==> src/hdl/rv_decode_pkg.sv <==
// RV64 decode definitions
package rv_decode_pkg;

  typedef logic [31:0] instr_t;
  typedef logic [63:0] dword_t;
  typedef logic [6:0]  opcode_t;

  // Major opcodes
  localparam opcode_t op_op       = 7'b0110011;
  localparam opcode_t op_op32     = 7'b0111011;
  localparam opcode_t op_imm      = 7'b0010011;
  localparam opcode_t op_imm32    = 7'b0011011;
  localparam opcode_t op_lui      = 7'b0110111;
  localparam opcode_t op_auipc    = 7'b0010111;
  localparam opcode_t op_jal      = 7'b1101111;
  localparam opcode_t op_jalr     = 7'b1100111;
  localparam opcode_t op_branch   = 7'b1100011;
  localparam opcode_t op_load     = 7'b0000011;
  localparam opcode_t op_store    = 7'b0100011;
  localparam opcode_t op_misc_mem = 7'b0001111;
  localparam opcode_t op_system   = 7'b1110011;

  localparam logic [6:0] funct7_base   = 7'b0000000;
  localparam logic [6:0] funct7_alt    = 7'b0100000;
  localparam logic [6:0] funct7_muldiv = 7'b0000001;

  localparam logic [2:0] f3_add_sub = 3'b000;
  localparam logic [2:0] f3_sll     = 3'b001;
  localparam logic [2:0] f3_slt     = 3'b010;
  localparam logic [2:0] f3_sltu    = 3'b011;
  localparam logic [2:0] f3_xor     = 3'b100;
  localparam logic [2:0] f3_srl_sra = 3'b101;
  localparam logic [2:0] f3_or      = 3'b110;
  localparam logic [2:0] f3_and     = 3'b111;

  // M extension without the high-half multiplies
  localparam logic [2:0] f3_mul  = 3'b000;
  localparam logic [2:0] f3_div  = 3'b100;
  localparam logic [2:0] f3_divu = 3'b101;
  localparam logic [2:0] f3_rem  = 3'b110;
  localparam logic [2:0] f3_remu = 3'b111;

  localparam logic [2:0] f3_jalr = 3'b000;
  localparam logic [2:0] f3_beq  = 3'b000;
  localparam logic [2:0] f3_bne  = 3'b001;
  localparam logic [2:0] f3_blt  = 3'b100;
  localparam logic [2:0] f3_bge  = 3'b101;
  localparam logic [2:0] f3_bltu = 3'b110;
  localparam logic [2:0] f3_bgeu = 3'b111;

  localparam logic [2:0] f3_lb  = 3'b000;
  localparam logic [2:0] f3_lh  = 3'b001;
  localparam logic [2:0] f3_lw  = 3'b010;
  localparam logic [2:0] f3_ld  = 3'b011;
  localparam logic [2:0] f3_lbu = 3'b100;
  localparam logic [2:0] f3_lhu = 3'b101;
  localparam logic [2:0] f3_lwu = 3'b110;
  localparam logic [2:0] f3_sb  = 3'b000;
  localparam logic [2:0] f3_sh  = 3'b001;
  localparam logic [2:0] f3_sw  = 3'b010;
  localparam logic [2:0] f3_sd  = 3'b011;

  localparam logic [2:0] f3_fence  = 3'b000;
  localparam logic [2:0] f3_fencei = 3'b001;

  // System function codes in bits 31:20
  localparam logic [11:0] f12_ecall  = 12'h000;
  localparam logic [11:0] f12_ebreak = 12'h001;
  localparam logic [11:0] f12_sret   = 12'h102;
  localparam logic [11:0] f12_wfi    = 12'h105;
  localparam logic [11:0] f12_mret   = 12'h302;

  typedef enum logic [5:0] {
    e_op_none,
    e_op_add, e_op_sub, e_op_sll, e_op_srl, e_op_sra, e_op_slt, e_op_sltu,
    e_op_xor, e_op_or, e_op_and, e_op_pass_src2,
    e_op_mul, e_op_div, e_op_divu, e_op_rem, e_op_remu,
    e_op_jal, e_op_jalr, e_op_beq, e_op_bne, e_op_blt, e_op_bge, e_op_bltu, e_op_bgeu,
    e_op_lb, e_op_lh, e_op_lw, e_op_lbu, e_op_lhu, e_op_lwu, e_op_ld,
    e_op_sb, e_op_sh, e_op_sw, e_op_sd,
    e_op_fencei,
    e_op_mret, e_op_sret, e_op_wfi
  } fu_op_e;

  typedef enum logic {e_src1_is_rs1, e_src1_is_pc} src1_sel_e;
  typedef enum logic {e_src2_is_rs2, e_src2_is_imm} src2_sel_e;
  typedef enum logic {e_baddr_is_pc, e_baddr_is_rs1} baddr_sel_e;

  typedef enum logic [1:0] {
    e_fe_exc_none,
    e_instr_access_fault,
    e_instr_page_fault
  } fe_exc_e;

endpackage

==> src/hdl/int_op_decoder.sv <==
// Integer and multiply class decoder
`timescale 1ns/1ns

module int_op_decoder
  import rv_decode_pkg::*;
(
  input  instr_t    instr_i,
  output logic      hit_o,
  output logic      legal_o,
  output logic      pipe_int_o,
  output logic      pipe_mul_o,
  output logic      pipe_long_o,
  output logic      irf_w_o,
  output logic      opw_o,
  output fu_op_e    fu_op_o,
  output src1_sel_e src1_sel_o,
  output src2_sel_e src2_sel_o
);

  opcode_t    opcode;
  logic [2:0] funct3;
  logic [6:0] funct7;
  logic       is_reg;
  logic       alt_ok;
  logic       w_ok;
  logic       shift_ok;
  fu_op_e     alu_op;

  assign opcode = instr_i[6:0];
  assign funct3 = instr_i[14:12];
  assign funct7 = instr_i[31:25];
  assign is_reg = (opcode == op_op) || (opcode == op_op32);

  // funct7 alt only exists for SUB and SRA
  assign alt_ok = (funct7 == funct7_base) ||
                  ((funct7 == funct7_alt) && ((funct3 == f3_add_sub) || (funct3 == f3_srl_sra)));
  assign w_ok   = (funct3 == f3_add_sub) || (funct3 == f3_sll) || (funct3 == f3_srl_sra);

  // RV64 shamt is 6 bits in OP-IMM, 5 bits in OP-IMM-32
  assign shift_ok = (opcode == op_imm32)
    ? ((funct7 == funct7_base) || ((funct7 == funct7_alt) && (funct3 == f3_srl_sra)))
    : ((instr_i[31:26] == funct7_base[6:1]) ||
       ((instr_i[31:26] == funct7_alt[6:1]) && (funct3 == f3_srl_sra)));

  always_comb
  begin
    alu_op = e_op_none;
    case (funct3)
      f3_add_sub: alu_op = (is_reg && instr_i[30]) ? e_op_sub : e_op_add;
      f3_sll:     alu_op = e_op_sll;
      f3_slt:     alu_op = e_op_slt;
      f3_sltu:    alu_op = e_op_sltu;
      f3_xor:     alu_op = e_op_xor;
      f3_srl_sra: alu_op = instr_i[30] ? e_op_sra : e_op_srl;
      f3_or:      alu_op = e_op_or;
      f3_and:     alu_op = e_op_and;
    endcase
  end

  always_comb
  begin
    hit_o       = 1'b0;
    legal_o     = 1'b1;
    pipe_int_o  = 1'b0;
    pipe_mul_o  = 1'b0;
    pipe_long_o = 1'b0;
    irf_w_o     = 1'b0;
    opw_o       = (opcode == op_op32) || (opcode == op_imm32);
    fu_op_o     = e_op_none;
    src1_sel_o  = e_src1_is_rs1;
    src2_sel_o  = e_src2_is_rs2;
    case (opcode)
      op_op, op_op32:
      begin
        hit_o = 1'b1;
        if (funct7 == funct7_muldiv)
        begin
          case (funct3)
            f3_mul:  fu_op_o = e_op_mul;
            f3_div:  fu_op_o = e_op_div;
            f3_divu: fu_op_o = e_op_divu;
            f3_rem:  fu_op_o = e_op_rem;
            f3_remu: fu_op_o = e_op_remu;
            default: legal_o = 1'b0;
          endcase
          pipe_mul_o  = (funct3 == f3_mul);
          pipe_long_o = ~pipe_mul_o;
        end
        else
        begin
          pipe_int_o = 1'b1;
          fu_op_o    = alu_op;
          legal_o    = alt_ok && (w_ok || !opw_o);
        end
        // Divides write back late, outside this path
        irf_w_o = ~pipe_long_o;
      end
      op_imm, op_imm32:
      begin
        hit_o      = 1'b1;
        pipe_int_o = 1'b1;
        irf_w_o    = 1'b1;
        fu_op_o    = alu_op;
        src2_sel_o = e_src2_is_imm;
        if ((funct3 == f3_sll) || (funct3 == f3_srl_sra))
          legal_o = shift_ok;
        else
          legal_o = !opw_o || (funct3 == f3_add_sub);
      end
      op_lui:
      begin
        hit_o      = 1'b1;
        pipe_int_o = 1'b1;
        irf_w_o    = 1'b1;
        fu_op_o    = e_op_pass_src2;
        src2_sel_o = e_src2_is_imm;
      end
      op_auipc:
      begin
        hit_o      = 1'b1;
        pipe_int_o = 1'b1;
        irf_w_o    = 1'b1;
        fu_op_o    = e_op_add;
        src1_sel_o = e_src1_is_pc;
        src2_sel_o = e_src2_is_imm;
      end
      default:
      begin
        hit_o = 1'b0;
      end
    endcase
  end

endmodule

==> src/hdl/ctrl_op_decoder.sv <==
// Jump and branch class decoder
`timescale 1ns/1ns

module ctrl_op_decoder
  import rv_decode_pkg::*;
(
  input  instr_t     instr_i,
  output logic       hit_o,
  output logic       legal_o,
  output logic       irf_w_o,
  output fu_op_e     fu_op_o,
  output baddr_sel_e baddr_sel_o
);

  opcode_t    opcode;
  logic [2:0] funct3;

  assign opcode = instr_i[6:0];
  assign funct3 = instr_i[14:12];

  always_comb
  begin
    hit_o       = 1'b0;
    legal_o     = 1'b1;
    irf_w_o     = 1'b0;
    fu_op_o     = e_op_none;
    baddr_sel_o = e_baddr_is_pc;
    case (opcode)
      op_jal:
      begin
        hit_o   = 1'b1;
        irf_w_o = 1'b1;
        fu_op_o = e_op_jal;
      end
      op_jalr:
      begin
        hit_o       = 1'b1;
        irf_w_o     = 1'b1;
        fu_op_o     = e_op_jalr;
        baddr_sel_o = e_baddr_is_rs1;
        legal_o     = (funct3 == f3_jalr);
      end
      op_branch:
      begin
        hit_o = 1'b1;
        case (funct3)
          f3_beq:  fu_op_o = e_op_beq;
          f3_bne:  fu_op_o = e_op_bne;
          f3_blt:  fu_op_o = e_op_blt;
          f3_bge:  fu_op_o = e_op_bge;
          f3_bltu: fu_op_o = e_op_bltu;
          f3_bgeu: fu_op_o = e_op_bgeu;
          default: legal_o = 1'b0;
        endcase
      end
      default:
      begin
        hit_o = 1'b0;
      end
    endcase
  end

endmodule

==> src/hdl/mem_op_decoder.sv <==
// Load, store and fence class decoder
`timescale 1ns/1ns

module mem_op_decoder
  import rv_decode_pkg::*;
(
  input  instr_t instr_i,
  output logic   hit_o,
  output logic   legal_o,
  output logic   irf_w_o,
  output logic   dcache_r_o,
  output logic   dcache_w_o,
  output fu_op_e fu_op_o
);

  opcode_t    opcode;
  logic [2:0] funct3;

  assign opcode = instr_i[6:0];
  assign funct3 = instr_i[14:12];

  always_comb
  begin
    hit_o      = 1'b0;
    legal_o    = 1'b1;
    irf_w_o    = 1'b0;
    dcache_r_o = 1'b0;
    dcache_w_o = 1'b0;
    fu_op_o    = e_op_none;
    case (opcode)
      op_load:
      begin
        hit_o      = 1'b1;
        irf_w_o    = 1'b1;
        dcache_r_o = 1'b1;
        case (funct3)
          f3_lb:   fu_op_o = e_op_lb;
          f3_lh:   fu_op_o = e_op_lh;
          f3_lw:   fu_op_o = e_op_lw;
          f3_ld:   fu_op_o = e_op_ld;
          f3_lbu:  fu_op_o = e_op_lbu;
          f3_lhu:  fu_op_o = e_op_lhu;
          f3_lwu:  fu_op_o = e_op_lwu;
          default: legal_o = 1'b0;
        endcase
      end
      op_store:
      begin
        hit_o      = 1'b1;
        dcache_w_o = 1'b1;
        case (funct3)
          f3_sb:   fu_op_o = e_op_sb;
          f3_sh:   fu_op_o = e_op_sh;
          f3_sw:   fu_op_o = e_op_sw;
          f3_sd:   fu_op_o = e_op_sd;
          default: legal_o = 1'b0;
        endcase
      end
      op_misc_mem:
      begin
        hit_o = 1'b1;
        case (funct3)
          // Plain FENCE retires as a no-op
          f3_fence:  fu_op_o = e_op_none;
          f3_fencei: fu_op_o = e_op_fencei;
          default:   legal_o = 1'b0;
        endcase
      end
      default:
      begin
        hit_o = 1'b0;
      end
    endcase
  end

endmodule

==> src/hdl/imm_extractor.sv <==
// Immediate select and sign extend
`timescale 1ns/1ns

module imm_extractor
  import rv_decode_pkg::*;
(
  input  instr_t instr_i,
  output dword_t imm_o
);

  opcode_t opcode;
  logic    sign;

  assign opcode = instr_i[6:0];
  assign sign   = instr_i[31];

  always_comb
  begin
    case (opcode)
      // U type
      op_lui, op_auipc:
        imm_o = {{32{sign}}, instr_i[31:12], 12'b0};
      // J type
      op_jal:
        imm_o = {{44{sign}}, instr_i[19:12], instr_i[20], instr_i[30:21], 1'b0};
      // B type
      op_branch:
        imm_o = {{52{sign}}, instr_i[7], instr_i[30:25], instr_i[11:8], 1'b0};
      // S type
      op_store:
        imm_o = {{53{sign}}, instr_i[30:25], instr_i[11:7]};
      // I type
      op_jalr, op_load, op_imm, op_imm32:
        imm_o = {{53{sign}}, instr_i[30:20]};
      default:
        imm_o = '0;
    endcase
  end

endmodule

==> src/hdl/decode_resolve.sv <==
// Decode merge, exception priority and output register
`timescale 1ns/1ns

module decode_resolve
  import rv_decode_pkg::*;
(
  input  logic       clk_i,
  input  logic       rst_n_i,
  input  logic       valid_i,
  input  logic       interrupt_i,
  input  fe_exc_e    fe_exc_i,
  input  instr_t     instr_i,
  input  logic       int_hit_i,
  input  logic       int_legal_i,
  input  logic       int_pipe_int_i,
  input  logic       int_pipe_mul_i,
  input  logic       int_pipe_long_i,
  input  logic       int_irf_w_i,
  input  logic       int_opw_i,
  input  fu_op_e     int_fu_op_i,
  input  src1_sel_e  int_src1_sel_i,
  input  src2_sel_e  int_src2_sel_i,
  input  logic       ctrl_hit_i,
  input  logic       ctrl_legal_i,
  input  logic       ctrl_irf_w_i,
  input  fu_op_e     ctrl_fu_op_i,
  input  baddr_sel_e ctrl_baddr_sel_i,
  input  logic       mem_hit_i,
  input  logic       mem_legal_i,
  input  logic       mem_irf_w_i,
  input  logic       mem_dcache_r_i,
  input  logic       mem_dcache_w_i,
  input  fu_op_e     mem_fu_op_i,
  input  dword_t     imm_i,
  output logic       valid_o,
  output logic       pipe_int_o,
  output logic       pipe_mul_o,
  output logic       pipe_long_o,
  output logic       pipe_ctl_o,
  output logic       pipe_mem_o,
  output logic       pipe_sys_o,
  output logic       irf_w_o,
  output logic       dcache_r_o,
  output logic       dcache_w_o,
  output logic       opw_o,
  output fu_op_e     fu_op_o,
  output src1_sel_e  src1_sel_o,
  output src2_sel_e  src2_sel_o,
  output baddr_sel_e baddr_sel_o,
  output dword_t     imm_o,
  output logic       illegal_instr_o,
  output logic       ecall_o,
  output logic       ebreak_o,
  output logic       interrupt_o,
  output logic       instr_access_fault_o,
  output logic       instr_page_fault_o
);

  logic       sys_hit;
  logic       sys_legal;
  logic       sys_ecall;
  logic       sys_ebreak;
  fu_op_e     sys_fu_op;
  logic       illegal;
  logic       kill;
  logic [11:0] dec_d;
  logic [11:0] dec_q;
  logic [3:0] exc_d;
  logic [3:0] exc_q;
  fu_op_e     fu_op_d;
  src1_sel_e  src1_sel_d;
  src2_sel_e  src2_sel_d;
  baddr_sel_e baddr_sel_d;

  assign sys_hit = (instr_i[6:0] == op_system);

  // Only the privileged forms, with funct3, rs1 and rd all zero
  always_comb
  begin
    sys_legal  = (instr_i[19:7] == '0);
    sys_ecall  = 1'b0;
    sys_ebreak = 1'b0;
    sys_fu_op  = e_op_none;
    case (instr_i[31:20])
      f12_ecall:  sys_ecall  = sys_hit;
      f12_ebreak: sys_ebreak = sys_hit;
      f12_mret:   sys_fu_op  = sys_hit ? e_op_mret : e_op_none;
      f12_sret:   sys_fu_op  = sys_hit ? e_op_sret : e_op_none;
      f12_wfi:    sys_fu_op  = sys_hit ? e_op_wfi : e_op_none;
      default:    sys_legal  = 1'b0;
    endcase
  end

  assign illegal = !(int_hit_i || ctrl_hit_i || mem_hit_i || sys_hit) ||
                   (int_hit_i && !int_legal_i) ||
                   (ctrl_hit_i && !ctrl_legal_i) ||
                   (mem_hit_i && !mem_legal_i) ||
                   (sys_hit && !sys_legal);

  assign kill = !valid_i || interrupt_i || (fe_exc_i != e_fe_exc_none) || illegal;

  always_comb
  begin
    // Classes that miss drive zeros, so a plain OR picks the hit
    dec_d = {int_pipe_int_i, int_pipe_mul_i, int_pipe_long_i, ctrl_hit_i,
             mem_hit_i && (mem_fu_op_i != e_op_none), sys_hit,
             int_irf_w_i | ctrl_irf_w_i | mem_irf_w_i,
             mem_dcache_r_i, mem_dcache_w_i, int_opw_i, sys_ecall, sys_ebreak};
    fu_op_d     = fu_op_e'(int_fu_op_i | ctrl_fu_op_i | mem_fu_op_i | sys_fu_op);
    src1_sel_d  = int_src1_sel_i;
    src2_sel_d  = int_src2_sel_i;
    baddr_sel_d = ctrl_baddr_sel_i;
    exc_d       = 4'b0000;
    if (kill)
    begin
      dec_d       = '0;
      fu_op_d     = e_op_none;
      src1_sel_d  = e_src1_is_rs1;
      src2_sel_d  = e_src2_is_rs2;
      baddr_sel_d = e_baddr_is_pc;
    end
    // {illegal, interrupt, access fault, page fault}
    if (valid_i)
    begin
      if (interrupt_i)
        exc_d = 4'b0100;
      else if (fe_exc_i != e_fe_exc_none)
        exc_d = {2'b00, fe_exc_i == e_instr_access_fault, fe_exc_i == e_instr_page_fault};
      else if (illegal)
        exc_d = 4'b1000;
    end
  end

  always_ff @(posedge clk_i or negedge rst_n_i)
  begin
    if (!rst_n_i)
    begin
      valid_o     <= 1'b0;
      dec_q       <= '0;
      exc_q       <= '0;
      fu_op_o     <= e_op_none;
      src1_sel_o  <= e_src1_is_rs1;
      src2_sel_o  <= e_src2_is_rs2;
      baddr_sel_o <= e_baddr_is_pc;
      imm_o       <= '0;
    end
    else
    begin
      valid_o     <= valid_i;
      dec_q       <= dec_d;
      exc_q       <= exc_d;
      fu_op_o     <= fu_op_d;
      src1_sel_o  <= src1_sel_d;
      src2_sel_o  <= src2_sel_d;
      baddr_sel_o <= baddr_sel_d;
      imm_o       <= imm_i;
    end
  end

  assign {pipe_int_o, pipe_mul_o, pipe_long_o, pipe_ctl_o, pipe_mem_o, pipe_sys_o,
          irf_w_o, dcache_r_o, dcache_w_o, opw_o, ecall_o, ebreak_o} = dec_q;
  assign {illegal_instr_o, interrupt_o, instr_access_fault_o, instr_page_fault_o} = exc_q;

endmodule

==> src/hdl/instr_decoder.sv <==
// RV64 registered decode stage
`timescale 1ns/1ns

module instr_decoder
  import rv_decode_pkg::*;
(
  input  logic       clk_i,
  input  logic       rst_n_i,
  input  logic       valid_i,
  input  instr_t     instr_i,
  input  logic       interrupt_i,
  input  fe_exc_e    fe_exc_i,
  output logic       valid_o,
  output logic       pipe_int_o,
  output logic       pipe_mul_o,
  output logic       pipe_long_o,
  output logic       pipe_ctl_o,
  output logic       pipe_mem_o,
  output logic       pipe_sys_o,
  output logic       irf_w_o,
  output logic       dcache_r_o,
  output logic       dcache_w_o,
  output logic       opw_o,
  output fu_op_e     fu_op_o,
  output src1_sel_e  src1_sel_o,
  output src2_sel_e  src2_sel_o,
  output baddr_sel_e baddr_sel_o,
  output dword_t     imm_o,
  output logic       illegal_instr_o,
  output logic       ecall_o,
  output logic       ebreak_o,
  output logic       interrupt_o,
  output logic       instr_access_fault_o,
  output logic       instr_page_fault_o
);

  logic       int_hit, int_legal, int_pipe_int, int_pipe_mul, int_pipe_long;
  logic       int_irf_w, int_opw;
  fu_op_e     int_fu_op;
  src1_sel_e  int_src1_sel;
  src2_sel_e  int_src2_sel;
  logic       ctrl_hit, ctrl_legal, ctrl_irf_w;
  fu_op_e     ctrl_fu_op;
  baddr_sel_e ctrl_baddr_sel;
  logic       mem_hit, mem_legal, mem_irf_w, mem_dcache_r, mem_dcache_w;
  fu_op_e     mem_fu_op;
  dword_t     imm;

  int_op_decoder u_int_op_decoder (
    .instr_i     (instr_i),
    .hit_o       (int_hit),
    .legal_o     (int_legal),
    .pipe_int_o  (int_pipe_int),
    .pipe_mul_o  (int_pipe_mul),
    .pipe_long_o (int_pipe_long),
    .irf_w_o     (int_irf_w),
    .opw_o       (int_opw),
    .fu_op_o     (int_fu_op),
    .src1_sel_o  (int_src1_sel),
    .src2_sel_o  (int_src2_sel)
  );

  ctrl_op_decoder u_ctrl_op_decoder (
    .instr_i     (instr_i),
    .hit_o       (ctrl_hit),
    .legal_o     (ctrl_legal),
    .irf_w_o     (ctrl_irf_w),
    .fu_op_o     (ctrl_fu_op),
    .baddr_sel_o (ctrl_baddr_sel)
  );

  mem_op_decoder u_mem_op_decoder (
    .instr_i    (instr_i),
    .hit_o      (mem_hit),
    .legal_o    (mem_legal),
    .irf_w_o    (mem_irf_w),
    .dcache_r_o (mem_dcache_r),
    .dcache_w_o (mem_dcache_w),
    .fu_op_o    (mem_fu_op)
  );

  imm_extractor u_imm_extractor (
    .instr_i (instr_i),
    .imm_o   (imm)
  );

  decode_resolve u_decode_resolve (
    .clk_i                (clk_i),
    .rst_n_i              (rst_n_i),
    .valid_i              (valid_i),
    .interrupt_i          (interrupt_i),
    .fe_exc_i             (fe_exc_i),
    .instr_i              (instr_i),
    .int_hit_i            (int_hit),
    .int_legal_i          (int_legal),
    .int_pipe_int_i       (int_pipe_int),
    .int_pipe_mul_i       (int_pipe_mul),
    .int_pipe_long_i      (int_pipe_long),
    .int_irf_w_i          (int_irf_w),
    .int_opw_i            (int_opw),
    .int_fu_op_i          (int_fu_op),
    .int_src1_sel_i       (int_src1_sel),
    .int_src2_sel_i       (int_src2_sel),
    .ctrl_hit_i           (ctrl_hit),
    .ctrl_legal_i         (ctrl_legal),
    .ctrl_irf_w_i         (ctrl_irf_w),
    .ctrl_fu_op_i         (ctrl_fu_op),
    .ctrl_baddr_sel_i     (ctrl_baddr_sel),
    .mem_hit_i            (mem_hit),
    .mem_legal_i          (mem_legal),
    .mem_irf_w_i          (mem_irf_w),
    .mem_dcache_r_i       (mem_dcache_r),
    .mem_dcache_w_i       (mem_dcache_w),
    .mem_fu_op_i          (mem_fu_op),
    .imm_i                (imm),
    .valid_o              (valid_o),
    .pipe_int_o           (pipe_int_o),
    .pipe_mul_o           (pipe_mul_o),
    .pipe_long_o          (pipe_long_o),
    .pipe_ctl_o           (pipe_ctl_o),
    .pipe_mem_o           (pipe_mem_o),
    .pipe_sys_o           (pipe_sys_o),
    .irf_w_o              (irf_w_o),
    .dcache_r_o           (dcache_r_o),
    .dcache_w_o           (dcache_w_o),
    .opw_o                (opw_o),
    .fu_op_o              (fu_op_o),
    .src1_sel_o           (src1_sel_o),
    .src2_sel_o           (src2_sel_o),
    .baddr_sel_o          (baddr_sel_o),
    .imm_o                (imm_o),
    .illegal_instr_o      (illegal_instr_o),
    .ecall_o              (ecall_o),
    .ebreak_o             (ebreak_o),
    .interrupt_o          (interrupt_o),
    .instr_access_fault_o (instr_access_fault_o),
    .instr_page_fault_o   (instr_page_fault_o)
  );

endmodule

==> config.mk <==
export PLATFORM = sky130hd
export DESIGN_NAME = instr_decoder
export DESIGN_NICKNAME = d
export VERILOG_FILES = /design/src/hdl/rv_decode_pkg.sv /design/src/hdl/int_op_decoder.sv /design/src/hdl/ctrl_op_decoder.sv /design/src/hdl/mem_op_decoder.sv /design/src/hdl/imm_extractor.sv /design/src/hdl/decode_resolve.sv /design/src/hdl/instr_decoder.sv
export SDC_FILE = /design/constraint.sdc
export NUM_CORES = 1
export LEC_CHECK = 0
export BUFFER_PORTS_ARGS = -buffer_cell sky130_fd_sc_hd__clkbuf_2
export CAP_MARGIN = 20
export CORE_MARGIN = 1
export CORE_UTILIZATION = 53
export CTS_CLUSTER_SIZE = 14
export DETAILED_ROUTE_END_ITERATION = 12
export PLACE_DENSITY = 0.9
export SETUP_SLACK_MARGIN = 0.3
export SLEW_MARGIN = 20
export SYNTH_ARGS = -nofsm -noshare
export SYNTH_HDL_FRONTEND = slang
export SYNTH_HIERARCHICAL = 1
export SYNTH_SLANG_ARGS = --single-unit
==> constraint.sdc <==
create_clock -name clk_i -period 0.8 [get_ports clk_i]
set_input_delay 0.16 -clock clk_i [delete_from_list [all_inputs] [get_ports clk_i]]
set_output_delay 0.16 -clock clk_i [all_outputs]
set_load 0.02 [all_outputs]
==> results of run 1 <==
layout by cell type (no fill, tap or decap), types with 4 or more instances in the layout:
master and n:
a22o_1 4, buf_4 103, nor2_1 19, a31oi_1 4, a21o_1 22, clkbuf_2 29
nand3_1 4, nor2_4 5, dfrtp_1 90, nor2b_1 6, nand2_1 18, nand2b_1 5
buf_8 5, o21ai_0 8, nor3b_2 9, inv_1 10, a21oi_1 11, clkbuf_8 11
nor4_1 4, or3_1 5, buf_6 114, buf_12 9, nor3_2 8, and2_4 7
nor3_1 17
how the worst min path moves through the flow:
stage	cells past startpoint	end	slack [ns]	startpoint
final	1	u_decode_resolve/imm_o[4]	-0.42	rst_n_i
after global routing	1	u_decode_resolve/imm_o[4]	-0.40	rst_n_i
after CTS	1	u_decode_resolve/imm_o[1]	-0.39	rst_n_i
after detailed placement	1	u_decode_resolve/imm_o[1]	0.01	rst_n_i
after global placement	1	u_decode_resolve/imm_o[51]	0.008	rst_n_i
after floorplan	0	u_decode_resolve/baddr_sel_o	-0.14	rst_n_i
Yosys cell counts, types with 7 or more instances:
master	number	area share
dfrtp_1	90	0.50
nor3b_1	8	0.013
nor3_1	18	0.020
a21oi_1	12	0.013
inv_1	10	0.0083
a21o_1	22	0.036
buf_4	38	0.063
o21ai_0	10	0.011
nor3_2	7	0.015
nor2_1	23	0.019
nand2_1	20	0.017
and2_1	9	0.012
layer usage:
metal  vias up  GRT usage  routed length, µm  part of all wire
met2       633      0.675               9790              0.43
li1       1872          -                  -                 -
met1      2457      0.452               7540              0.33
met5         -          0                 51            0.0022
met3       228      0.142               3470              0.15
met4         2      0.329               2130             0.093
repair_timing:
item | 4_1_cts | 5_1_grt
pin swaps | 27 | 17
buffers inserted | 11 | 10
gates resized for setup | 60 | 304
hold endpoints to repair | 93 | 90
cloned | 4 | 1
endpoints found under the setup margin | 176 | 176
final cells by class:
class,count,share of cell area
Tap cell,105,0.0179
Multi-Input combinational cell,254,0.291
Timing Repair Buffer,267,0.348
Clock inverter,6,0.0133
Clock buffer,10,0.0174
Sequential cell,90,0.307
Inverter,10,0.00512
sequential cells by signal (all words and copies together) (netlist names):
signal,flops
u_decode_resolve/dec_q,12
u_decode_resolve/fu_op_o,6
u_decode_resolve/imm_o,64
u_decode_resolve/src2_sel_o,1
u_decode_resolve/baddr_sel_o,1
u_decode_resolve/exc_q,4
u_decode_resolve/src1_sel_o,1
u_decode_resolve/valid_o,1
report_power, final:
group          switching, µW  total [µW]  internal [µW]  leakage, µW
sequential              65.0        4700           4630      0.00124
clock                   2100        3910           1810     0.000113
combinational           1170        2100            936      0.00234
total                   3330       10700           7380      0.00370
critical path: cells and delay by family:
| kind | cells | cell delay (ns) |
|---|---|---|
| simple gates | 4 | 1.20 |
| buf+inv | 4 | 0.73 |
| compound gates | 3 | 0.65 |
kinds of logic (layout without fill, tap and decap cells):
logic type / after synthesis / in the layout / share of synthesized area
simple gates: 162 / 163 / 0.253
flops: 90 / 90 / 0.498
compound gates: 83 / 84 / 0.138
buf+inv: 63 / 293 / 0.0989
mux: 3 / 3 / 0.00719
other cells: 2 / 2 / 0.00166
xor+xnor: 2 / 2 / 0.00387
metrics by stage:
stage	instance area [µm²]	hold slack (ns)	power (µW)	setup WS [ns]	instances
6_report	7330	-0.417	10700	-1.68	742
5_1_grt	7330	-0.405	10900	-1.70	742
4_1_cts	6550	-0.389	9900	-1.24	731
3_5_place_dp	5920	0.0133	6230	-1.69	700
3_3_place_gp	5920	0.00758	6160	-1.61	700
2_1_floorplan	4760	-0.136	5450	-1.47	405
==> flow_summary_export.csv, run 1 <==
group,metric,value,unit
global_routing,grt_pass1_vias,4792,
critical_path,cp.arrival,2.75,ns
synth,netlist_area,4530,µm²
die,dieHeight,94.4,µm
die,row_count,33,
critical_path,startpoint,"instr_i[31]",
synth,synth_area_per_cell,11.2,µm²
route,drc,0,
cells_and_area,nNetsFinal,670,
global_routing,grt_pass1_wl,26800,µm
job,maxCapViolations,0,
cells_and_area,fin_util,0.888,
sta,fin_tns_setup,-103.80,ns
critical_path,critPathLaunchType,"input pin",
run_status,violations,"hold timing, setup timing",
clock_tree,ctsHtreeMaxLevel,3,
synth,async_flop_share,1.00,
clock_tree,clkSlewWorstSetupHoldPaths,0.12,ns
sta,tightest_slew,0.986,ns
sta,rsz0062_at_grt,"true",
route,wire_per_inst,31.0,µm
sta,layout_setup_ws,-1.68,ns
clock_tree,cts_tree,"done",
die,initial_core_util,0.548,
critical_path,cp_max_fo,6,
cells_and_area,fill_cells,283,
die,die_w,94.4,µm
cells_and_area,multi_input_area,2130,µm²
clock_tree,clock-root-buffer,"clkbuf_8",
run_status,status,"finished, violations left",
sta,period_needed,2.48,ns
die,top_level_ports,128,
synth,yosys_warnings,6,
cells_and_area,antennaDiodeCount,0,
synth,yosys_most_used_dff,"dfrtp_1",
cells_and_area,syn2layout_area_growth,61.9,%
pwr,p_leak,0.00370,µW
route,vias,5192,
sta,timing.hold.ws,-0.417,ns
hold_path,hold_path_class,"in -> async",
synth,synth_cell_types,80,
cells_and_area,drive_above_1_share,0.576,
place,port_buffers,127,
sta,clock.fmax,403,MHz
critical_path,crit_path_end,"u_decode_resolve/dec_q[6]",
clock_tree,cts_buffer_depth,2,
route,ant_nets,0,
route,viasPerCell,7.00,
pwr,ir_worst_vdd,0.943,mV
route,first_pass_iters,8,
critical_path,crit_slowest_cell,"or4_4",
global_routing,antenna_found_initial,0,
place,gp_congestion,0.914,
critical_path,slowest_delay,0.47,ns
die,coreArea,8260,µm²
place,hpwl,9950,µm
synth,syn_nets,443,
synth,synth_seq_cells,90,
route,routed_wl,23000,µm
sta,slew_violations,0,
pwr,p_per_area,1460,nW/µm²
synth,syn_inst,405,
die,die_area,8920,µm²
global_routing,overflow,0,
sta,min_period_over_period,3.10,
global_routing,track_usage,0.419,
critical_path,path_class,"in -> reg",
global_routing,grt_max_degree,39,
clock_tree,clock_sinks,90,
route,drt_first_iter_violations,874,
critical_path,path_common_cell,"o211ai_1",
synth,synth-edff-count,0,
synth,synth_seq_area_share,0.498,
sta,hold_violations,90,
clock_tree,cts_buffers,9,
critical_path,path_cells,"buf_2 -> or4_4 -> nor4b_4 -> o211ai_1 -> o211ai_1 -> inv_1 -> a222oi_1 -> buf_4 -> nand3_4 -> buf_6 -> nor4_4",
critical_path,required,1.07,ns
sta,max-slew-margin-rel,0.338,
sta,setup_viol,176,
cells_and_area,register_area,2250,µm²
critical_path,end_kind,"flip-flop",
No activity file was read; power rests on OpenSTA's default activity.
==> run 2, diff against run 1 <==
--- a/config.mk
+++ b/config.mk
@@ -7,11 +7,13 @@
 export LEC_CHECK = 0
 export BUFFER_PORTS_ARGS = -buffer_cell sky130_fd_sc_hd__clkbuf_2
 export CAP_MARGIN = 20
+export CELL_PAD_IN_SITES_DETAIL_PLACEMENT = 1
+export CELL_PAD_IN_SITES_GLOBAL_PLACEMENT = 1
 export CORE_MARGIN = 1
-export CORE_UTILIZATION = 53
+export CORE_UTILIZATION = 29
 export CTS_CLUSTER_SIZE = 14
 export DETAILED_ROUTE_END_ITERATION = 12
-export PLACE_DENSITY = 0.9
+export PLACE_DENSITY = 0.7
 export SETUP_SLACK_MARGIN = 0.3
 export SLEW_MARGIN = 20
 export SYNTH_ARGS = -nofsm -noshare
==> flow_summary_export.csv, run 2 (synthesis gave the netlist of run 1 again) <==
group,metric,value,unit
run_status,status,"finished, violations left",
place,port_buffers,127,
route,met1Wirelength,6430,µm
cells_and_area,final_common_cell,"buf_6",
route,wire_per_inst,19.0,µm
cells_and_area,syn2layout_area_growth,63.5,%
clock_tree,cts_buffer_depth,2,
global_routing,antenna_found_initial,0,
sta,slew_violations,0,
sta,rsz0062_at_grt,"true",
die,initial_core_util,0.298,
route,routed_wl,15500,µm
place,place_inst,780,
hold_path,hold_path_class,"in -> async",
die,die_area,16100,µm²
sta,min_period_over_period,2.65,
die,top_level_ports,128,
route,drc,0,
cells_and_area,nNetsFinal,660,
global_routing,overflow,0,
pwr,p_switching,2870,µW
sta,period_needed,2.12,ns
sta,layout_setup_ws,-1.32,ns
critical_path,required,1.07,ns
critical_path,critPathLaunchType,"input pin",
place,hpwl,10900,µm
clock_tree,ctsHtreeMaxLevel,3,
sta,tightest_slew,0.541,ns
die,dieHeight,127,µm
route,vias,4011,
clock_tree,cts_tree,"done",
pwr,ir_worst_vdd,1.03,mV
pwr,p_int,7680,µW
place,preCtsSetupSlack,-1.69,ns
cells_and_area,antennaDiodeCount,0,
sta,clock.fmax,472,MHz
clock_tree,clkSlewWorstSetupHoldPaths,0.07,ns
critical_path,path_class,"in -> reg",
route,routed-wl-met2,8320,µm
critical_path,cp.arrival,2.39,ns
clock_tree,cts_buffers,9,
job,maxCapViolations,0,
pwr,clkPwrFrac,0.381,
cells_and_area,largestRegisters,"u_decode_resolve/imm_o: 64 flops, u_decode_resolve/dec_q: 12 flops, u_decode_resolve/fu_op_o: 6 flops",
sta,fin_tns_setup,-73.05,ns
global_routing,track_usage,0.191,
cells_and_area,top_register,"u_decode_resolve/imm_o",
sta,setup_viol,176,
pwr,switching_share,0.272,
pwr,p_comb_frac,0.176,
global_routing,grt_pass1_wl,23200,µm
sta,max-slew-margin-rel,0.636,
cells_and_area,drive_above_1_share,0.563,
route,viasPerCell,4.92,
sta,timing.hold.ws,-0.221,ns
global_routing,grt_pass1_vias,4219,
route,ant_nets,0,
route,drt_first_iter_violations,139,
route,wl_met3,569,µm
critical_path,end_kind,"flip-flop",
route,top_layer,"met4",
run_status,violations,"hold timing, setup timing",
pwr,p_per_area,1430,nW/µm²
critical_path,cp_max_fo,17,
cells_and_area,final_cell_mix,"buf_6 (107), buf_4 (98), dfrtp_1 (90), clkbuf_2 (31), a21o_1 (22)",
pwr,power_frac_seq,0.444,
clock_tree,clock_sinks,90,
place,gp_congestion,0.811,
die,die_w,127,µm
cells_and_area,final_cells,815,
clock_tree,clock-root-buffer,"clkbuf_16",
sta,hold_violations,90,
die,coreArea,15200,µm²
pwr,p_leak,0.00368,µW
cells_and_area,fin_util,0.487,
cells_and_area,largest_reg_flops,64,
die,row_count,45,
global_routing,grt_max_degree,56,
route,first_pass_iters,4,
-- run 2: final timing paths --
kind	cells past startpoint	slack [ns]	endpoint	startpoint
worst min-delay path	2	-0.22	u_decode_resolve/imm_o[41]	rst_n_i
min in group clk_i	2	0.03	u_decode_resolve/valid_o	valid_i
worst max-delay path	11	-1.32	u_decode_resolve/src1_sel_o	instr_i[28]
max in group asynchronous	2	0.73	u_decode_resolve/imm_o[26]	rst_n_i
-- run 2: layer usage --
metal | global-route usage | vias to the layer above
met5 | 0 | -
met4 | 0.0679 | 0
met3 | 0.0371 | 12
met2 | 0.344 | 112
met1 | 0.227 | 2031
li1 | - | 1856
-- run 2: power groups by stage --
stage / sequential (µW) / clock, µW / combinational (µW)
finish: 4680 / 4020 / 1860
global route: 4680 / 4310 / 1980
CTS: 4660 / 4110 / 1680
detailed placement: 4750 / 0 / 1500
global placement: 4740 / 0 / 1450
floorplan: 4860 / 0 / 587
-- run 2: cell type report --
| cell class | count | area (µm²) |
|---|---|---|
| inverters | 10 | 37.5 |
| multi-input cells | 254 | 2100 |
| clock inverters | 7 | 51.3 |
| well taps | 188 | 235 |
| flip-flops and latches | 90 | 2250 |
| repair buffers | 257 | 2500 |
| clock buffers | 9 | 225 |
| fillers | 1602 | 7800 |
-- run 2: critical path: stages --
cell and delay (ns):
buf_6 0.10, or4_4 0.54, nor4b_4 0.27, o211ai_1 0.12
o211ai_1 0.10, inv_1 0.07, a222oi_1 0.33, buf_4 0.19
nand3_4 0.09, buf_12 0.20, nor3b_4 0.20
-- run 2: repair_timing --
item,4_1_cts,5_1_grt
gates resized for setup,51,289
gates cloned,4,0
hold endpoints to repair,90,90
buffers inserted,11,4
endpoints found under the setup margin,176,176
pin swaps,16,10
-- run 2: stage by stage --
stage | cell area, µm² | power, µW
detailed placement | 6020 | 6250
global placement | 6020 | 6190
global route | 7400 | 11000
finish | 7400 | 10600
floorplan | 4760 | 5450
CTS | 6720 | 10500
==> run 3, diff against run 2 <==
--- a/config.mk
+++ b/config.mk
@@ -5,6 +5,7 @@
 export SDC_FILE = /design/constraint.sdc
 export NUM_CORES = 1
 export LEC_CHECK = 0
+export ABC_AREA = 1
 export BUFFER_PORTS_ARGS = -buffer_cell sky130_fd_sc_hd__clkbuf_2
 export CAP_MARGIN = 20
 export CELL_PAD_IN_SITES_DETAIL_PLACEMENT = 1
@@ -13,7 +14,7 @@
 export CORE_UTILIZATION = 29
 export CTS_CLUSTER_SIZE = 14
 export DETAILED_ROUTE_END_ITERATION = 12
-export PLACE_DENSITY = 0.7
+export PLACE_DENSITY = 0.72
 export SETUP_SLACK_MARGIN = 0.3
 export SLEW_MARGIN = 20
 export SYNTH_ARGS = -nofsm -noshare
==> flow_summary_export.csv, run 3 <==
group,metric,value,unit
sta,clock.fmax,628,MHz
cells_and_area,largestRegisters,"u_decode_resolve/imm_o: 64 flops, u_decode_resolve/dec_q: 12 flops, u_decode_resolve/fu_op_o: 6 flops",
critical_path,path_class,"in -> reg",
synth,synth_cell_types,38,
critical_path,critPathLaunchType,"input pin",
pwr,p_per_area,1270,nW/µm²
clock_tree,clock_sinks,90,
die,coreArea,16600,µm²
pwr,p_leak,0.00445,µW
clock_tree,clkSlewWorstSetupHoldPaths,0.07,ns
die,initial_core_util,0.297,
sta,hold_violations,90,
route,drc,0,
die,row_count,47,
cells_and_area,largest_reg_flops,64,
cells_and_area,final_common_cell,"buf_4",
synth,yosys_most_used_dff,"dfrtp_1",
synth,synth_common_cells,"nand2_1 (112), dfrtp_1 (90), inv_1 (63)",
cells_and_area,fin_util,0.523,
clock_tree,cts_buffers,9,
global_routing,grt_pass1_vias,5403,
global_routing,overflow,0,
clock_tree,cts_tree,"done",
sta,rsz0062_at_grt,"true",
synth,ys_top_cells_by_area,"dfrtp_1 (46%), nand2_1 (8.5%), buf_4 (5.6%), nand3_1 (5.6%), inv_1 (4.8%)",
sta,min_period_over_period,1.99,
synth,synth-edff-count,0,
route,ant_nets,0,
critical_path,cp_max_fo,12,
synth,syn_inst,588,
route,vias,5029,
sta,setup_viol,176,
place,hpwl,12800,µm
sta,timing.hold.ws,-0.298,ns
critical_path,cp.arrival,1.86,ns
route,routed_wl,19100,µm
synth,synth_most_common_cell,"nand2_1",
synth,synth_seq_area_share,0.456,
hold_path,hold_path_class,"in -> async",
route,wire_per_inst,17.9,µm
synth,yosys_warnings,6,
synth,synth_area_leader_cell,"dfrtp_1",
global_routing,grt_pass1_wl,28000,µm
die,top_level_ports,128,
die,die_w,133,µm
run_status,violations,"hold timing, setup timing",
sta,period_needed,1.59,ns
cells_and_area,drive_above_1_share,0.568,
pwr,ir_worst_vdd,1.02,mV
clock_tree,clock-root-buffer,"clkbuf_16",
cells_and_area,top_register,"u_decode_resolve/imm_o",
global_routing,track_usage,0.205,
cells_and_area,final_cell_mix,"buf_4 (117), buf_6 (104), dfrtp_1 (90), nand2_1 (88), inv_1 (51)",
place,gp_congestion,0.837,
cells_and_area,syn2layout_area_growth,76.2,%
clock_tree,ctsHtreeMaxLevel,3,
route,drt_first_iter_violations,204,
cells_and_area,nNetsFinal,880,
synth,synth_area_per_cell,8.41,µm²
global_routing,antenna_found_initial,1,
critical_path,required,1.07,ns
sta,layout_setup_ws,-0.793,ns
synth,synth_seq_cells,90,
place,port_buffers,127,
synth,async_flop_share,1.00,
route,viasPerCell,4.71,
job,maxCapViolations,0,
sta,slew_violations,0,
die,dieHeight,133,µm
global_routing,grt_max_degree,25,
critical_path,end_kind,"flip-flop",
run_status,status,"finished, violations left",
pwr,design_power_total,11100,µW
synth,syn_nets,626,
route,first_pass_iters,4,
synth,synth_top_area_share,0.456,
die,die_area,17600,µm²
synth,netlist_area,4940,µm²
clock_tree,cts_buffer_depth,2,
==> run 3: cell types whose count changed in the layout (fill, tap and decap cells not counted), moves of 20 or more <==
cell / before / now
nand2_1: 19 / 88
inv_1: 10 / 51
nand3_1: 4 / 45
nand2_2: 1 / 30
nor2_2: 2 / 29
a21o_1: 22 / 0
inv_2: 0 / 20
==> run 3: logic make-up after synthesis <==
| logic type | Yosys count | synth area share |
|---|---|---|
| compound gates | 35 | 0.0458 |
| buf+inv | 127 | 0.132 |
| flops | 90 | 0.456 |
| other cells | 2 | 0.00152 |
| simple gates | 334 | 0.365 |
==> run 3: what timing repair did <==
item	CTS	global route
hold endpoints to repair	88	77
buffers inserted	25	3
pin swaps	46	29
endpoints found under the setup margin	177	176
gates cloned	7	1
gates resized for setup	117	325
==> run 3: critical path: stages <==
cell,delay [ns]
buf_2,0.16
buf_6,0.16
inv_1,0.13
nand3_1,0.17
inv_1,0.10
nand3_1,0.09
nand3_2,0.10
o221ai_2,0.12
a21oi_2,0.21
nand3_4,0.13
clkbuf_16,0.19
nor2_2,0.12
==> run 3: worst max-delay path by stage <==
stage / start / to / slack (ns) / cells after the start
after floorplan: instr_i[1] / u_decode_resolve/imm_o[32] / -0.81 / 8
after global placement: instr_i[4] / u_decode_resolve/dec_q[0] / -1.09 / 18
after detailed placement: instr_i[4] / u_decode_resolve/dec_q[0] / -1.18 / 15
after CTS: instr_i[28] / u_decode_resolve/dec_q[0] / -0.74 / 18
after global routing: instr_i[4] / u_decode_resolve/exc_q[3] / -0.83 / 19
final: instr_i[14] / u_decode_resolve/dec_q[7] / -0.79 / 12
==> run 3: routing by layer <==
metal | part of all wire | GRT usage | vias to the layer above
met4 | 0.036 | 0.0779 | 0
met2 | 0.55 | 0.395 | 149
met5 | 0 | 0 | -
met1 | 0.38 | 0.220 | 2477
met3 | 0.029 | 0.0349 | 53
li1 | - | - | 2350
==> run 3: report_power, final <==
group	switching [µW]	leakage [µW]	internal [µW]	total, µW
sequential	48.3	0.00125	4640	4690
combinational	1110	0.00306	900	2010
clock	1870	0.000150	2490	4360
==> run 3: stage by stage <==
| stage | setup TNS [ns] | instance area [µm²] | hold WS, ns | instances | setup slack, ns |
|---|---|---|---|---|---|
| after global placement | -72.77 | 6700 | 0.0611 | 1015 | -1.09 |
| after floorplan | -44.90 | 5200 | -0.136 | 588 | -0.809 |
| after detailed placement | -75.48 | 6700 | 0.0621 | 1015 | -1.18 |
| after global routing | -71.35 | 8710 | -0.301 | 1068 | -0.832 |
| after CTS | -62.91 | 7880 | -0.301 | 1063 | -0.736 |
| final | -65.09 | 8710 | -0.298 | 1068 | -0.793 |
==> run 3: cell type report <==
type | instances | area (µm²)
clock buffer | 9 | 225
sequential | 90 | 2250
antenna | 1 | 2.50
inverter | 83 | 393
tap | 220 | 275
multi-input combinational | 371 | 2550
timing repair buffer | 287 | 2930
clock inverter | 7 | 86.3
fill | 1840 | 7930
